--- src/include/chain_macros.svh ---
`ifndef CHAIN_MACROS_SVH
`define CHAIN_MACROS_SVH

// Data path widths
`define SAMPLE_WIDTH 16     // Sample bus and memory data
`define ADDR_WIDTH   13     // Memory address, same as board row width
`define SEQ_WIDTH    12     // Sample region holds 2**SEQ_WIDTH words

// Traffic burst
`define BURST_LEN    32     // Words per burst

// Arbiter buffering
// Pointers wrap naturally, so keep this a power of two
`define FIFO_DEPTH   8

// Address map
`define TRAFFIC_BASE 'h1000 // Traffic region starts right above the sample region

// Pattern data is the address XORed with this mask
`define TRAFFIC_MASK 'hA5A5

`endif

--- src/rtl/sample_pkg.sv ---
`default_nettype none

`include "chain_macros.svh"

package sample_pkg;

    // One word from the sample bus
    typedef logic [`SAMPLE_WIDTH-1:0] sample_t;

    // Running index of captured samples, wraps with the sample region
    typedef logic [`SEQ_WIDTH-1:0] sample_seq_t;

    // One captured sample
    typedef struct packed {
        sample_seq_t seq;   // Also the word offset in the sample region
        sample_t     data;
    } sample_rec_t;

endpackage

`default_nettype wire

--- src/rtl/mem_pkg.sv ---
`default_nettype none

`include "chain_macros.svh"

package mem_pkg;

    // Memory write port
    typedef logic [`ADDR_WIDTH-1:0]   mem_addr_t;
    typedef logic [`SAMPLE_WIDTH-1:0] mem_data_t;

    // Producer that issued a write
    typedef enum logic {
        SRC_SAMPLE  = 1'b0,
        SRC_TRAFFIC = 1'b1
    } mem_src_e;

    // One write command
    typedef struct packed {
        mem_addr_t addr;
        mem_data_t data;
    } mem_cmd_t;

endpackage

`default_nettype wire

--- src/rtl/chain_fifo.sv ---
`timescale 1ns/1ps
`default_nettype none

`include "chain_macros.svh"

// Small FIFO with first-word read; pushes into a full buffer are lost
module chain_fifo #(
    parameter type payload_t = logic
) (
    input  wire           pad_clk,
    input  wire           pad_resetn,
    input  wire           push,
    input  wire payload_t push_data,
    input  wire           pop,
    output payload_t      pop_data,
    output logic          empty,
    output logic          overflow
);

    localparam int DEPTH = `FIFO_DEPTH;
    localparam int PTR_W = $clog2(DEPTH);

    payload_t         mem [DEPTH];
    logic [PTR_W-1:0] wr_ptr;
    logic [PTR_W-1:0] rd_ptr;
    logic [PTR_W:0]   count;
    logic             full;
    logic             do_push;
    logic             do_pop;

    assign full     = (count == (PTR_W + 1)'(DEPTH));
    assign empty    = (count == '0);
    assign do_push  = push & ~full;
    assign do_pop   = pop & ~empty;
    assign pop_data = mem[rd_ptr];  // Head entry, valid while not empty

    always_ff @(posedge pad_clk) begin
        if (do_push) begin
            mem[wr_ptr] <= push_data;
        end
    end

    always_ff @(posedge pad_clk) begin
        if (!pad_resetn) begin
            wr_ptr   <= '0;
            rd_ptr   <= '0;
            count    <= '0;
            overflow <= 1'b0;
        end else begin
            if (do_push) begin
                wr_ptr <= wr_ptr + 1'b1;
            end
            if (do_pop) begin
                rd_ptr <= rd_ptr + 1'b1;
            end
            case ({do_push, do_pop})
                2'b10:   count <= count + 1'b1;
                2'b01:   count <= count - 1'b1;
                default: count <= count;
            endcase
            if (push && full) begin
                overflow <= 1'b1;   // Sticky until reset
            end
        end
    end

endmodule

`default_nettype wire

--- src/rtl/sample_capture.sv ---
`timescale 1ns/1ps
`default_nettype none

`include "chain_macros.svh"

// Turns every change on the async sample bus into one sample record
module sample_capture
    import sample_pkg::*;
(
    input  wire            pad_clk,
    input  wire            pad_resetn,
    input  wire sample_t   sample_data_async,
    output logic           sample_stb,
    output sample_rec_t    sample_rec
);

    sample_t     sync_q1;   // First synchronizer stage
    sample_t     sync_q2;   // Second stage, safe to use from here on
    sample_t     last_q;    // Value of the previous record
    sample_seq_t seq_q;     // Seq of the next record
    logic        changed;

    // Compare stage against what was last recorded
    assign changed = (sync_q2 != last_q);

    always_ff @(posedge pad_clk) begin
        if (!pad_resetn) begin
            sync_q1    <= '0;
            sync_q2    <= '0;
            last_q     <= '0;   // A bus held at zero gives no record
            seq_q      <= '0;
            sample_stb <= 1'b0;
        end else begin
            sync_q1    <= sample_data_async;
            sync_q2    <= sync_q1;
            last_q     <= sync_q2;
            sample_stb <= changed;  // One cycle per change
            if (changed) begin
                seq_q <= seq_q + 1'b1;  // Wraps at the end of the region
            end
        end
    end

    // Record is only sampled by the arbiter together with the strobe
    always_ff @(posedge pad_clk) begin
        if (changed) begin
            sample_rec.seq  <= seq_q;
            sample_rec.data <= sync_q2;
        end
    end

endmodule

`default_nettype wire

--- src/rtl/traffic_gen.sv ---
`timescale 1ns/1ps
`default_nettype none

`include "chain_macros.svh"

// Fixed burst of pattern writes over the traffic region, started by a switch
module traffic_gen
    import mem_pkg::*;
(
    input  wire      pad_clk,
    input  wire      pad_resetn,
    input  wire      enable_async,
    output logic     traffic_stb,
    output mem_cmd_t traffic_cmd,
    output logic     burst_busy
);

    localparam int IDX_W = $clog2(`BURST_LEN);

    logic             en_q1;    // Synchronizer
    logic             en_q2;
    logic             en_q3;    // Previous synchronized level
    logic             rise;
    logic [IDX_W-1:0] idx_q;    // Word index inside the burst
    mem_addr_t        addr;

    assign rise = en_q2 & ~en_q3;

    always_ff @(posedge pad_clk) begin
        if (!pad_resetn) begin
            en_q1      <= 1'b0;
            en_q2      <= 1'b0;
            en_q3      <= 1'b0;
            burst_busy <= 1'b0;
            idx_q      <= '0;
        end else begin
            en_q1 <= enable_async;
            en_q2 <= en_q1;
            en_q3 <= en_q2;
            if (!burst_busy) begin
                if (rise) begin     // Edges while busy are ignored
                    burst_busy <= 1'b1;
                    idx_q      <= '0;
                end
            end else begin
                idx_q <= idx_q + 1'b1;
                if (idx_q == IDX_W'(`BURST_LEN - 1)) begin
                    burst_busy <= 1'b0;     // Last word goes out this cycle
                end
            end
        end
    end

    // One write per busy cycle
    assign addr        = mem_addr_t'(`TRAFFIC_BASE) + mem_addr_t'(idx_q);
    assign traffic_stb = burst_busy;

    always_comb begin
        traffic_cmd.addr = addr;
        traffic_cmd.data = mem_data_t'(addr) ^ mem_data_t'(`TRAFFIC_MASK);
    end

endmodule

`default_nettype wire

--- src/rtl/mem_arbiter.sv ---
`timescale 1ns/1ps
`default_nettype none

`include "chain_macros.svh"

// Buffers both producers and issues at most one memory write per cycle
module mem_arbiter
    import sample_pkg::*, mem_pkg::*;
(
    input  wire              pad_clk,
    input  wire              pad_resetn,
    input  wire              sample_stb,
    input  wire sample_rec_t sample_rec,
    input  wire              traffic_stb,
    input  wire mem_cmd_t    traffic_cmd,
    output logic             mem_wr,
    output mem_cmd_t         mem_cmd,
    output mem_src_e         mem_src,
    output logic [1:0]       overflow
);

    sample_rec_t s_rec;
    mem_cmd_t    s_cmd;
    mem_cmd_t    t_cmd;
    logic        s_empty;
    logic        t_empty;
    logic        pick_traffic;
    logic        pop_s;
    logic        pop_t;
    mem_src_e    grant_src;

    chain_fifo #(.payload_t(sample_rec_t)) i_sample_fifo (
        .pad_clk    (pad_clk),
        .pad_resetn (pad_resetn),
        .push       (sample_stb),
        .push_data  (sample_rec),
        .pop        (pop_s),
        .pop_data   (s_rec),
        .empty      (s_empty),
        .overflow   (overflow[0])
    );

    chain_fifo #(.payload_t(mem_cmd_t)) i_traffic_fifo (
        .pad_clk    (pad_clk),
        .pad_resetn (pad_resetn),
        .push       (traffic_stb),
        .push_data  (traffic_cmd),
        .pop        (pop_t),
        .pop_data   (t_cmd),
        .empty      (t_empty),
        .overflow   (overflow[1])
    );

    // Sample seq is the word offset in the sample region at address 0
    always_comb begin
        s_cmd.addr = mem_addr_t'(s_rec.seq);
        s_cmd.data = mem_data_t'(s_rec.data);
    end

    // Round robin: on a tie the source not served last wins
    always_comb begin
        if (!s_empty && !t_empty) begin
            pick_traffic = (mem_src == SRC_SAMPLE);
        end else begin
            pick_traffic = !t_empty;
        end
    end

    assign pop_s     = !s_empty && !pick_traffic;
    assign pop_t     = !t_empty && pick_traffic;
    assign grant_src = pick_traffic ? SRC_TRAFFIC : SRC_SAMPLE;

    // mem_src doubles as the last-grant state, traffic after reset so sample leads
    always_ff @(posedge pad_clk) begin
        if (!pad_resetn) begin
            mem_wr  <= 1'b0;
            mem_src <= SRC_TRAFFIC;
        end else begin
            mem_wr <= pop_s | pop_t;
            if (pop_s || pop_t) begin
                mem_src <= grant_src;
            end
        end
    end

    always_ff @(posedge pad_clk) begin
        if (pop_s || pop_t) begin
            mem_cmd <= pick_traffic ? t_cmd : s_cmd;
        end
    end

endmodule

`default_nettype wire

--- src/rtl/traffic_chain_top.sv ---
`timescale 1ns/1ps
`default_nettype none

`include "chain_macros.svh"

// Capture side of the chain: two producers merged onto one write port
module traffic_chain_top
    import mem_pkg::*;
(
    input  wire                       pad_clk,
    input  wire                       pad_resetn,
    input  wire [`SAMPLE_WIDTH-1:0]   sample_data_async,
    input  wire [15:0]                sw,               // Only sw[0] is used
    output logic                      mem_wr,
    output logic [`ADDR_WIDTH-1:0]    mem_addr,
    output logic [`SAMPLE_WIDTH-1:0]  mem_wdata,
    output logic                      mem_src,          // 0 sample, 1 traffic
    output logic [1:0]                overflow,
    output logic                      burst_busy
);

    logic                  sample_stb;
    sample_pkg::sample_rec_t sample_rec;
    logic                  traffic_stb;
    mem_cmd_t              traffic_cmd;
    mem_cmd_t              mem_cmd;

    sample_capture i_sample_capture (
        .pad_clk           (pad_clk),
        .pad_resetn        (pad_resetn),
        .sample_data_async (sample_data_async),
        .sample_stb        (sample_stb),
        .sample_rec        (sample_rec)
    );

    traffic_gen i_traffic_gen (
        .pad_clk      (pad_clk),
        .pad_resetn   (pad_resetn),
        .enable_async (sw[0]),
        .traffic_stb  (traffic_stb),
        .traffic_cmd  (traffic_cmd),
        .burst_busy   (burst_busy)
    );

    mem_arbiter i_mem_arbiter (
        .pad_clk     (pad_clk),
        .pad_resetn  (pad_resetn),
        .sample_stb  (sample_stb),
        .sample_rec  (sample_rec),
        .traffic_stb (traffic_stb),
        .traffic_cmd (traffic_cmd),
        .mem_wr      (mem_wr),
        .mem_cmd     (mem_cmd),
        .mem_src     (mem_src),
        .overflow    (overflow)
    );

    // Flatten the write command onto the board-facing pins
    assign mem_addr  = mem_cmd.addr;
    assign mem_wdata = mem_cmd.data;

endmodule

`default_nettype wire

--- config.mk ---
export PLATFORM = sky130hd
export DESIGN_NAME = traffic_chain_top
export DESIGN_NICKNAME = d
export VERILOG_FILES = /design/src/rtl/sample_pkg.sv /design/src/rtl/mem_pkg.sv /design/src/rtl/chain_fifo.sv /design/src/rtl/sample_capture.sv /design/src/rtl/traffic_gen.sv /design/src/rtl/mem_arbiter.sv /design/src/rtl/traffic_chain_top.sv
export VERILOG_INCLUDE_DIRS = /design/src /design/src/include
export SDC_FILE = /design/constraint.sdc
export NUM_CORES = 1
export LEC_CHECK = 0
export ABC_CLOCK_PERIOD_IN_PS = 11420
export BUFFER_PORTS_ARGS = -buffer_cell sky130_fd_sc_hd__buf_2
export CORE_UTILIZATION = 53
export CTS_CLUSTER_SIZE = 16
export DETAILED_ROUTE_END_ITERATION = 10
export PLACE_DENSITY = 0.7
export SETUP_SLACK_MARGIN = 0.05
export SLEW_MARGIN = 15
export SYNTH_ARGS = -nofsm -noshare
export SYNTH_HDL_FRONTEND = slang
export SYNTH_HIERARCHICAL = 1
export SYNTH_SLANG_ARGS = --single-unit
--- constraint.sdc ---
create_clock -name pad_clk -period 11.42 [get_ports pad_clk]
set_input_delay 3.426 -clock pad_clk [delete_from_list [all_inputs] [get_ports pad_clk]]
set_output_delay 3.426 -clock pad_clk [all_outputs]
set_load 0.02 [all_outputs]
Yosys cells after proc, flatten, opt, wreduce, memory -nomap -nowiden:

Memories as Yosys holds them, arrays and structs flattened. A register that Yosys moved wholly into a read port is not among the register bits.
Cells that the tools add are included.

* bits in writable memories: 448
* bits in registers: 151
* memories kept: 2
* output and inout port bits: 34
* logic and storage cells: 91

* equal/unequal tests: 8
* bitwise logic cells: 13
* reduce and logical (&&, ||, !) cells: 14
* mux-type cells: 18
* add/subtract/negate cells: 11

Memories
* i_mem_arbiter.i_sample_fifo.mem: words 8, width 28, read ports 1, clocked after memory_dff 1, wr ports 1, line chain_fifo.sv:23 `payload_t mem [DEPTH];`
* i_mem_arbiter.i_traffic_fifo.mem: words 8, width 28, read ports 1, clocked after memory_dff 1, wr ports 1, line chain_fifo.sv:23

Operators with widths (number)
* $mux W28: 1
* $ne A16 B16 Y1: 1
* $pmux W4 S2: 2
* $add A13 B5 Y13 const A: 1
* $add A12 B1 Y12 const B: 1
* $add A3 B1 Y3 const B: 4
* $mux W3: 4
* $mux W5: 2
* $mux W1: 9
* $add A4 B1 Y4 const B: 2
* $eq A4 B4 Y1 const B: 2
* $logic_not A4 Y1: 2
* $not A6 Y8: 1
* $sub A4 B1 Y4 const B: 2
* $not A1 Y1: 6
* $reduce_bool A2 Y1: 3
* $add A5 B1 Y5 const B: 1
* $and A1 B1 Y1: 5
* $eq A5 B5 Y1 const B: 1
* $logic_and A1 B1 Y1: 5
* $eq A2 B1 Y1 const B: 2
* $eq A2 B2 Y1 const B: 2
* $logic_not A1 Y1: 3
* $logic_or A1 B1 Y1: 1
* $or A1 B1 Y1: 1

Longest topological paths before layout:

Gate-level depths: netlist of the first run.

* depth after elaboration: 9
* depth in mapped cells: 13
* mapped depth without buffers: 11

Cells and area by module:

Netlist of the first run, hierarchy kept.

By module, submodules not included
* chain_fifo (i_mem_arbiter.i_traffic_fifo): cells an instance 412, area an instance 9425.3 sq um, seq. area each 7247.0 sq um, times used 1
* chain_fifo (i_mem_arbiter.i_sample_fifo): cells an instance 400, area an instance 9116.2 sq um, seq. area each 7006.7 sq um, times used 1
* sample_capture: cells an instance 219, area an instance 2897.8 sq um, seq. area each 2062.0 sq um, times used 1
* mem_arbiter: cells an instance 71, area an instance 1426.4 sq um, seq. area each 910.9 sq um, times used 1
* traffic_gen: cells an instance 64, area an instance 569.3 sq um, seq. area each 180.2 sq um, times used 1

Least setup slack after synthesis of the first run:

OpenSTA, ideal clock, no wires.

* kind: register to register
* from: register i_mem_arbiter.i_traffic_fifo.count[0]
* to: memory i_mem_arbiter/i_traffic_fifo/mem[0][0] (netlist bit), enable pin
* data required time: 10.932 ns
* period minus slack after synthesis: 4.037 ns
* setup slack: 7.383 ns
* buffers on the path: 1
* stages on the path, launching flop included: 5
* arrival time: 3.549 ns
* setup time: 0.488 ns
* cell sequence: dfxtp_1 or4b_4 buf_6 nand2_4 nor4_1

* cells in the longest elaborated chain, start to end: 5

Ends and longest elaborated chain
* from (decl): line chain_fifo.sv:26 `logic [PTR_W:0] count;`
* from (signal assigned): line chain_fifo.sv:57 `2'b10: count <= count + 1'b1;`
* from (signal assigned): line chain_fifo.sv:58 `2'b01: count <= count - 1'b1;`
* from (signal assigned): line chain_fifo.sv:59 `default: count <= count;`
* $eq A4 B4 Y1: line chain_fifo.sv:31 `assign full = (count == (PTR_W + 1)'(DEPTH));`
* $not A1 Y1: line chain_fifo.sv:33 `assign do_push = push & ~full;`
* $and A1 B1 Y1: line chain_fifo.sv:33
* $mux W1: line chain_fifo.sv:38 `if (do_push) begin`
* $mux W1 (implied by the code): line chain_fifo.sv:39 `mem[wr_ptr] <= push_data;`
* to (decl): line chain_fifo.sv:23

No other way between the ends.

Worst setup path after layout of the first run:

* from: register i_traffic_gen.burst_busy
* to: output port burst_busy

RTL lines
* from (decl): line traffic_gen.sv:15 `output logic burst_busy`
* from (signal assigned): line traffic_gen.sv:34 `burst_busy <= 1'b0;`
* from (signal assigned): line traffic_gen.sv:42 `burst_busy <= 1'b1;`
* from (signal assigned): line traffic_gen.sv:48 `burst_busy <= 1'b0;`
* to (decl): line traffic_chain_top.sv:19 `output logic burst_busy`

No word-level cell between the ends.

==> impl_metrics.prom, run 1 <==
# TYPE chip_impl_metric gauge
chip_impl_metric{name="synth_seq_area_share",unit=""} 0.743
chip_impl_metric{name="timing.final.ws_setup",unit="ps"} 6260
chip_impl_metric{name="synth_edf_count",unit=""} 513
chip_impl_metric{name="iteration_0_drc_markers",unit=""} 779
chip_impl_metric{name="post-dp-hpwl",unit="mm"} 21.5
chip_impl_metric{name="clock_pin_transition_on_the_worst_setup_and_hold_timing_paths",unit="ps"} 60
chip_impl_metric{name="finalInstanceArea",unit="sq mm"} 0.0262
chip_impl_metric{name="cp_max_fo",unit=""} 18
chip_impl_metric{name="drt-vias-per-instance",unit=""} 5.47
chip_impl_metric{name="irDropWorstVdd",unit="mV"} 0.137
chip_impl_metric{name="setup_tns",unit="ps"} 0
chip_impl_metric{name="grt_pass1_vias",unit=""} 10400
chip_impl_metric{name="clkLatencyLatePin",unit="ps"} 600
chip_impl_metric{name="cts_buffers",unit=""} 58
chip_impl_metric{name="final.hold.worst_slack",unit="ps"} 431
chip_impl_metric{name="die-area",unit="sq mm"} 0.0451
chip_impl_metric{name="cts_num_sinks",unit=""} 613
chip_impl_metric{name="clockBufferDepth",unit=""} 3
chip_impl_metric{name="number_of_antenna_violations_at_the_first_check_in_global_routing",unit=""} 0
chip_impl_metric{name="postCtsSetupRepairBufs",unit=""} 0
chip_impl_metric{name="grt_first_pass_wirelength",unit="mm"} 61.1
chip_impl_metric{name="max_cap_violations",unit=""} 0
chip_impl_metric{name="pre_cts_ws",unit="ps"} 6620
chip_impl_metric{name="cts-htree-levels",unit=""} 2
chip_impl_metric{name="drc_errors",unit=""} 0
chip_impl_metric{name="drt_wl_total",unit="mm"} 39.8
chip_impl_metric{name="syn_inst",unit=""} 1166
chip_impl_metric{name="worst_ep_required_time",unit="ps"} 7990
chip_impl_metric{name="synthesized_area_divided_by_synthesized_cell_count",unit="sq um"} 20.1
chip_impl_info{name="standard_cell_with_the_maximum_stage_delay_on_the_critical_path",value="dfxtp_1"} 1
chip_impl_metric{name="finish.utilization",unit=""} 0.605
chip_impl_metric{name="synth-seq-cells",unit=""} 613
chip_impl_metric{name="netlist.area_leader.share",unit=""} 0.657
chip_impl_metric{name="synth-warning-count",unit=""} 6
chip_impl_metric{name="clock.fmax",unit="MHz"} 194
chip_impl_info{name="tritoncts_clock_tree",value="built"} 1
chip_impl_metric{name="detail_route.wl_per_cell",unit="um"} 21.1
chip_impl_metric{name="port_buffers",unit=""} 52
chip_impl_metric{name="period_needed",unit="ps"} 5160
chip_impl_metric{name="critical_path_arrival",unit="ps"} 1730
chip_impl_metric{name="syn-cell-area",unit="sq mm"} 0.0234
chip_impl_metric{name="total_routing_usage_gr",unit=""} 0.184
chip_impl_metric{name="worst_path_largest_cell_delay",unit="ps"} 810
chip_impl_info{name="crit_path_end_kind",value="primary output"} 1
chip_impl_info{name="synth_flop_cell",value="edfxtp_1"} 1
chip_impl_info{name="synth_top_cells_by_count",value="edfxtp_1, mux4_2, dfxtp_1, and2_1, mux2_2"} 1
chip_impl_metric{name="cts_hold_repair.buffers",unit=""} 0
chip_impl_metric{name="timing_max_transition_violations_final",unit=""} 0
chip_impl_metric{name="gp_congestion",unit=""} 0.752
chip_impl_metric{name="initial_utilization",unit=""} 0.540
chip_impl_info{name="yosys-top-cells-area",value="edfxtp_1, mux4_2, dfxtp_1, mux2_2, mux2_4"} 1
chip_impl_metric{name="postSynth.asyncResetShare",unit=""} 0
chip_impl_metric{name="fp-row-count",unit=""} 76
chip_impl_metric{name="routed-via-count",unit=""} 10300
chip_impl_info{name="critPathTopFamily",value="flip-flops"} 1
chip_impl_info{name="list_of_cells_traversed_by_the_critical_path",value="buf_2"} 1
chip_impl_metric{name="nNetsFinal",unit=""} 1295
chip_impl_metric{name="placeableCoreArea",unit="sq mm"} 0.0434
chip_impl_metric{name="postCtsResizedCells",unit=""} 0
chip_impl_info{name="synth_area_leader_cell",value="edfxtp_1"} 1
chip_impl_metric{name="fin_worst_skew",unit="ps"} 12.4
chip_impl_metric{name="globalRouteOverflowTotal",unit=""} 0
chip_impl_metric{name="antenna-diode-count",unit=""} 0
chip_impl_metric{name="final-hold-violation-count",unit=""} 0
chip_impl_metric{name="drt_pre_antenna_iters",unit=""} 5
chip_impl_metric{name="grt_max_degree",unit=""} 82
chip_impl_metric{name="cp.buffers_inverters",unit=""} 1
chip_impl_metric{name="floorplan.die.height",unit="um"} 212
chip_impl_info{name="path_class",value="reg2out"} 1
chip_impl_info{name="critPathLaunchType",value="flop"} 1
chip_impl_metric{name="worst_pin_slew",unit="ps"} 1040
chip_impl_info{name="holdCritPathClass",value="reg2reg"} 1
chip_impl_metric{name="setup_violations",unit=""} 0
chip_impl_metric{name="placedInstanceArea",unit="sq mm"} 0.0243
chip_impl_info{name="leading_cell_type_by_number_of_instances_after_synthesis",value="edfxtp_1"} 1
chip_impl_info{name="library_cell_used_as_clock_root_buffer",value="clkbuf_16"} 1
chip_impl_metric{name="postRouteAntennaNets",unit=""} 0
chip_impl_metric{name="static-leakage-power",unit="uW"} 0.00866
chip_impl_metric{name="max-slew-margin-rel",unit=""} 0.300
chip_impl_info{name="rsz_0062_raised_after_global_routing",value="no"} 1
chip_impl_info{name="outcome",value="complete, no violations"} 1
chip_impl_metric{name="post-route-period-util",unit=""} 0.452
chip_impl_metric{name="chipWidth",unit="um"} 212
chip_impl_metric{name="synthToLayoutAreaGrowth",unit="%"} 12.0
chip_impl_metric{name="ios",unit=""} 68
chip_impl_metric{name="yosys.cell_types.count",unit=""} 54
chip_impl_metric{name="drive_above_1_share",unit=""} 0.306
chip_impl_metric{name="power_density",unit="mW/mm^2"} 202
==> per-layer routing <==
| metal | track usage | wire, um |
|---|---|---|
| met1 | 0.253 | 17400 |
| met2 | 0.303 | 19800 |
| met3 | 0.0347 | 1730 |
| met4 | 0.0509 | 797 |
| met5 | 0 | 0 |
==> report_power, final <==
group	total, uW	internal [uW]	switching (uW)
Combinational	649	291	358
Clock	1940	1160	783
Sequential	2690	2610	81.3
==> per-stage QoR <==
stage,power (uW),instances
after floorplan,3210,1183
after global placement,3380,1773
final,5290,1881
after CTS,5340,1881
after global routing,5480,1881
after detailed placement,3400,1773
==> cell usage in the layout, fill, tap and decap left out, types with 8 or more instances in the layout <==
cell type,n
conb_1,19
inv_1,8
clkinv_2,9
mux2_4,28
nor2_1,8
buf_4,26
ha_1,13
bufinv_16,8
dfxtp_1,96
nor3_2,8
or3_1,12
mux2_2,59
nand2_1,18
mux4_2,114
xnor2_1,24
clkbuf_1,14
nand2b_1,10
clkbuf_16,58
nand3_1,11
a21oi_1,17
buf_2,52
edfxtp_1,513
and2_1,66
==> kinds of logic (layout without fill, tap and decap cells) <==
| family | count (synthesis) | in the layout | synth area share |
|---|---|---|---|
| adders and majority gates | 13 | 13 | 0.00694 |
| muxes | 208 | 208 | 0.159 |
| AOI/OAI and AO/OA | 45 | 45 | 0.0125 |
| and+or+nand+nor | 173 | 173 | 0.0446 |
| buffers and inverters | 81 | 194 | 0.0224 |
| xor gates and xnor gates | 31 | 31 | 0.0116 |
| DFF | 613 | 613 | 0.743 |
| other | 2 | 19 | 0.000320 |
==> flip-flops by register name, summed over array words and instances, names as in the netlist, named ones only <==
| register | cells |
|---|---|
| i_sample_capture/sample_stb | 1 |
| i_traffic_gen/en_q3 | 1 |
| i_traffic_gen/idx_q | 5 |
| i_sample_capture/seq_q | 12 |
| i_mem_arbiter/i_sample_fifo/count | 4 |
| i_mem_arbiter/mem_cmd | 29 |
| i_mem_arbiter/mem_src | 1 |
| i_sample_capture/sync_q2 | 16 |
| i_mem_arbiter/i_sample_fifo/overflow | 1 |
| i_mem_arbiter/i_sample_fifo/mem | 224 |
| i_sample_capture/sync_q1 | 16 |
| i_mem_arbiter/i_sample_fifo/wr_ptr | 3 |
| i_traffic_gen/en_q1 | 1 |
| i_sample_capture/last_q | 16 |
| i_mem_arbiter/i_traffic_fifo/overflow | 1 |
| i_mem_arbiter/i_traffic_fifo/wr_ptr | 3 |
| i_traffic_gen/en_q2 | 1 |
| i_mem_arbiter/i_traffic_fifo/count | 4 |
| i_mem_arbiter/i_traffic_fifo/rd_ptr | 3 |
| i_mem_arbiter/i_traffic_fifo/mem | 232 |
| i_mem_arbiter/mem_wr | 1 |
| i_sample_capture/sample_rec | 28 |
| i_traffic_gen/burst_busy | 1 |
| i_mem_arbiter/i_sample_fifo/rd_ptr | 3 |
==> path summary, 6_finish.rpt <==
path / start / to / slack [ps] / cells past startpoint
worst max-delay path: i_traffic_gen/burst_busy / burst_busy / 6260 / 1
worst min-delay path: i_sample_capture/sync_q1[15] / i_sample_capture/sync_q2[15] / 430 / 1
worst max register to register: i_mem_arbiter/i_sample_fifo/count[1] / i_mem_arbiter/i_traffic_fifo/count[2] / 7760 / 12
worst min register to register: i_sample_capture/sync_q1[15] / i_sample_capture/sync_q2[15] / 430 / 1
==> final cells by class <==
type | count | area, sq um
multi-input combinational | 489 | 5640
sequential | 613 | 17400
tap | 585 | 732
fill | 3083 | 17100
clock inverter | 29 | 365
clock buffer | 79 | 1600
inverter | 8 | 30.0
timing repair buffer | 78 | 455
No activity file was read; power rests on OpenSTA's default activity.
==> inputs of run 2 (changes only) <==
Settings changed: ABC_AREA from default to 1, ABC_CLOCK_PERIOD_IN_PS 11420 to 4400, PLACE_DENSITY 0.7 to 0.72.
Clock period 11.42 ns to 4.4 ns, I/O delays scaled along.
==> run 2 against run 1 <==
  * Via count up 42%
  * Area after synthesis increased by 5.0%
  * Register-to-register slack lost 6300 ps
  * Final area is 2.4% higher
==> impl_metrics.prom, run 2 <==
# TYPE chip_impl_metric gauge
chip_impl_info{name="outcome",value="complete, no violations"} 1
chip_impl_info{name="reg2reg_from",value="i_mem_arbiter/i_sample_fifo/count[1]"} 1
chip_impl_metric{name="setup_tns",unit="ps"} 0
chip_impl_info{name="layout_commonest_cell",value="edfxtp_1"} 1
chip_impl_metric{name="postCtsSetupRepairBufs",unit=""} 0
chip_impl_metric{name="routed-via-count",unit=""} 14700
chip_impl_metric{name="drt_wl_total",unit="mm"} 47.1
chip_impl_info{name="synth_top_cells_by_count",value="edfxtp_1, nand2_1, nor2_1, o21ai_0, inv_1"} 1
chip_impl_metric{name="drt-vias-per-instance",unit=""} 5.31
chip_impl_metric{name="finalNonFillerCells",unit=""} 2757
chip_impl_info{name="path_class",value="reg2reg"} 1
chip_impl_info{name="synth_area_leader_cell",value="edfxtp_1"} 1
chip_impl_info{name="worstHoldStart",value="i_sample_capture/sync_q1[6]"} 1
chip_impl_metric{name="dpl.cell_count",unit=""} 2647
chip_impl_metric{name="number_of_antenna_violations_at_the_first_check_in_global_routing",unit=""} 0
chip_impl_metric{name="final.hold.worst_slack",unit="ps"} 409
chip_impl_metric{name="finish.utilization",unit=""} 0.590
chip_impl_metric{name="post-route-period-util",unit=""} 0.675
chip_impl_info{name="dr.max_layer_used",value="met4"} 1
chip_impl_metric{name="gp_congestion",unit=""} 0.765
chip_impl_info{name="synth_flop_cell",value="edfxtp_1"} 1
chip_impl_metric{name="postCtsResizedCells",unit=""} 0
chip_impl_metric{name="clkLatencyLatePin",unit="ps"} 620
chip_impl_metric{name="period_needed",unit="ps"} 2970
chip_impl_metric{name="max-slew-margin-rel",unit=""} 0.313
chip_impl_metric{name="total_routing_usage_gr",unit=""} 0.201
chip_impl_info{name="tritoncts_clock_tree",value="built"} 1
chip_impl_info{name="hold_end",value="i_sample_capture/sync_q2[6]"} 1
chip_impl_metric{name="clockBufferDepth",unit=""} 3
chip_impl_metric{name="cts_num_sinks",unit=""} 613
chip_impl_info{name="commonest_cells_after_routing_fill_and_taps_aside",value="edfxtp_1, nand2_1, nor2_1, o21ai_0, inv_1"} 1
chip_impl_metric{name="clock_pin_transition_on_the_worst_setup_and_hold_timing_paths",unit="ps"} 60
chip_impl_metric{name="antenna-diode-count",unit=""} 0
chip_impl_metric{name="grt_max_degree",unit=""} 88
chip_impl_metric{name="chipWidth",unit="um"} 217
chip_impl_metric{name="nNetsFinal",unit=""} 2154
chip_impl_metric{name="drive_above_1_share",unit=""} 0.103
chip_impl_info{name="standard_cell_with_the_maximum_stage_delay_on_the_critical_path",value="dfxtp_1"} 1
chip_impl_metric{name="ff2ff_setup_slack",unit="ps"} 1430
chip_impl_metric{name="fin_worst_skew",unit="ps"} 26.0
chip_impl_info{name="critPathLaunchType",value="flop"} 1
chip_impl_info{name="holdCritPathClass",value="reg2reg"} 1
chip_impl_metric{name="power_density",unit="mW/mm^2"} 594
chip_impl_info{name="worst_r2r_endpoint",value="i_mem_arbiter/i_traffic_fifo/count[2]"} 1
chip_impl_metric{name="final-hold-violation-count",unit=""} 0
chip_impl_metric{name="initial_utilization",unit=""} 0.540
chip_impl_metric{name="cts_buffers",unit=""} 58
chip_impl_metric{name="drt_pre_antenna_iters",unit=""} 5
chip_impl_metric{name="synthToLayoutAreaGrowth",unit="%"} 9.24
chip_impl_metric{name="synth-seq-cells",unit=""} 613
chip_impl_metric{name="m1WireLength",unit="mm"} 19.2
chip_impl_metric{name="syn-cell-area",unit="sq mm"} 0.0246
chip_impl_metric{name="irDropWorstVdd",unit="mV"} 0.446
chip_impl_metric{name="cells_on_worst_hold_path",unit=""} 2
chip_impl_metric{name="synth_edf_count",unit=""} 513
chip_impl_metric{name="static-leakage-power",unit="uW"} 0.0102
chip_impl_metric{name="largest_reg_flops",unit=""} 232
chip_impl_info{name="registers.top_by_ff_count",value="i_mem_arbiter/i_traffic_fifo/mem"} 1
chip_impl_info{name="regs_by_ff_count",value="i_mem_arbiter/i_traffic_fifo/mem: 232 flops, i_mem_arbiter/i_sample_fifo/mem: 224 flops, i_mem_arbiter/mem_cmd: 29 flops"} 1
chip_impl_info{name="library_cell_used_as_clock_root_buffer",value="clkbuf_16"} 1
chip_impl_metric{name="detail_route.wl_per_cell",unit="um"} 17.1
chip_impl_metric{name="floorplan.die.height",unit="um"} 217
chip_impl_metric{name="iteration_0_drc_markers",unit=""} 1278
chip_impl_metric{name="postRouteAntennaNets",unit=""} 0
chip_impl_metric{name="detailed_route_wirelength_on_metal2",unit="mm"} 24.1
chip_impl_metric{name="wl_met3",unit="mm"} 2.60
chip_impl_metric{name="drc_errors",unit=""} 0
chip_impl_metric{name="cts-htree-levels",unit=""} 2
chip_impl_metric{name="die-area",unit="sq mm"} 0.0473
chip_impl_metric{name="cp_max_fo",unit=""} 33
chip_impl_metric{name="globalRouteOverflowTotal",unit=""} 0
chip_impl_info{name="list_of_cells_traversed_by_the_critical_path",value="nor2_1, nand3_1, inv_1, inv_2, nand2_4, nand2_4, inv_1, nand2_1, inv_1, ha_1, nand2_1, inv_1, nor2_1, ha_1, a21oi_1, xnor2_1, o21ai_0, inv_1"} 1
chip_impl_info{name="rsz_0062_raised_after_global_routing",value="no"} 1
chip_impl_metric{name="synthesized_area_divided_by_synthesized_cell_count",unit="sq um"} 11.9
chip_impl_metric{name="ios",unit=""} 68
chip_impl_metric{name="yosys.cell_types.count",unit=""} 34
chip_impl_metric{name="synth_seq_area_share",unit=""} 0.708
chip_impl_metric{name="placeableCoreArea",unit="sq mm"} 0.0456
chip_impl_info{name="crit_path_end_kind",value="flop"} 1
chip_impl_metric{name="grt_first_pass_wirelength",unit="mm"} 74.1
chip_impl_metric{name="setup_violations",unit=""} 0
chip_impl_metric{name="timing_max_transition_violations_final",unit=""} 0
chip_impl_metric{name="clock.fmax",unit="MHz"} 337
chip_impl_metric{name="post-dp-hpwl",unit="mm"} 26.0
chip_impl_metric{name="syn_inst",unit=""} 2070
chip_impl_metric{name="worst_ep_required_time",unit="ps"} 4900
chip_impl_metric{name="worst_pin_slew",unit="ps"} 1030
chip_impl_info{name="leading_cell_type_by_number_of_instances_after_synthesis",value="edfxtp_1"} 1
chip_impl_metric{name="max_cap_violations",unit=""} 0
chip_impl_metric{name="postSynth.asyncResetShare",unit=""} 0
chip_impl_metric{name="fp-row-count",unit=""} 78
chip_impl_metric{name="grt_pass1_vias",unit=""} 14000
chip_impl_info{name="yosys-top-cells-area",value="edfxtp_1, dfxtp_1, nand2_1, nor2_1, o21ai_0"} 1
chip_impl_metric{name="cts_hold_repair.buffers",unit=""} 0
chip_impl_metric{name="synth-warning-count",unit=""} 6
chip_impl_metric{name="netlist.area_leader.share",unit=""} 0.626
chip_impl_metric{name="worst_path_largest_cell_delay",unit="ps"} 350
chip_impl_metric{name="port_buffers",unit=""} 52
chip_impl_info{name="cp_common_cell",value="inv_1"} 1
chip_impl_metric{name="r2r_cells",unit=""} 18
chip_impl_metric{name="critical_path_arrival",unit="ps"} 3470
-- run 2: cell count changes in the layout (fill, tap and decap cells not counted), sizes merged, moves of 87 or more --
cell	change
o21ai	+234
inv	+133
nand2	+362
mux2	-87
mux4	-114
nor2	+298
-- run 2: final cells by class --
class                           count  area, sq um
Timing Repair Buffer               83          493
Multi-Input combinational cell   1210         5860
Sequential cell                   613        17400
Clock buffer                       78         1650
Fill cell                        3545        18700
Inverter                          141          531
Clock inverter                     32          174
Tap cell                          600          751
-- run 2: critical path: cells and delay by family, from the launching register on --
kind / cells / cell delay (ps)
buffers and inverters: 6 / 720
AOI/OAI and AO/OA: 2 / 360
DFF: 1 / 350
and+or+nand+nor: 7 / 880
adders and majority gates: 2 / 450
xor gates and xnor gates: 1 / 110
-- run 2: stage by stage --
step,instance area [sq um],total power (uW),setup WS (ps)
finish,26900,16000,1430
global route,26900,16800,1170
detailed placement,25000,11300,1540
CTS,26900,16000,1530
global placement,25000,11200,1600
floorplan,24700,10600,1820
-- run 2: worst max-delay path by stage --
| stage | from | endpoint | slack [ps] | depth (start not counted) |
|---|---|---|---|---|
| detailed placement | i_mem_arbiter/i_sample_fifo/count[1] | i_mem_arbiter/i_traffic_fifo/count[2] | 1540 | 18 |
| global placement | flop | i_mem_arbiter/mem_cmd[4] | 1600 | 8 |
| CTS | i_traffic_gen/burst_busy | burst_busy | 1530 | 1 |
| global route | i_mem_arbiter/i_sample_fifo/count[1] | i_mem_arbiter/i_sample_fifo/count[2] | 1170 | 19 |
| floorplan | i_traffic_gen/burst_busy | i_mem_arbiter/i_traffic_fifo/mem[1][0] | 1820 | 5 |
| finish | i_mem_arbiter/i_sample_fifo/count[1] | i_mem_arbiter/i_traffic_fifo/count[2] | 1430 | 18 |
-- run 2: power by group --
group          total [uW]  leakage (uW)  switching (uW)  internal (uW)
clock network        4710      0.000905            2080           2630
registers            7320       0.00567             425           6890
logic                3930       0.00359            2730           1200
total               16000        0.0102            5230          10700
-- run 2: kinds of logic after synthesis --
logic type      share of synthesized area
fa+ha+maj                         0.00661
simple gates                        0.126
buf+inv                            0.0587
compound gates                     0.0722
other cells                      0.000305
flops                               0.708
xor+xnor                          0.00498
mux                                0.0232
-- run 2: layer usage --
layer,global-route usage,vias up
li1,-,7142
met1,0.253,7048
met2,0.354,368
met3,0.0343,94
met4,0.0653,0
met5,0,-
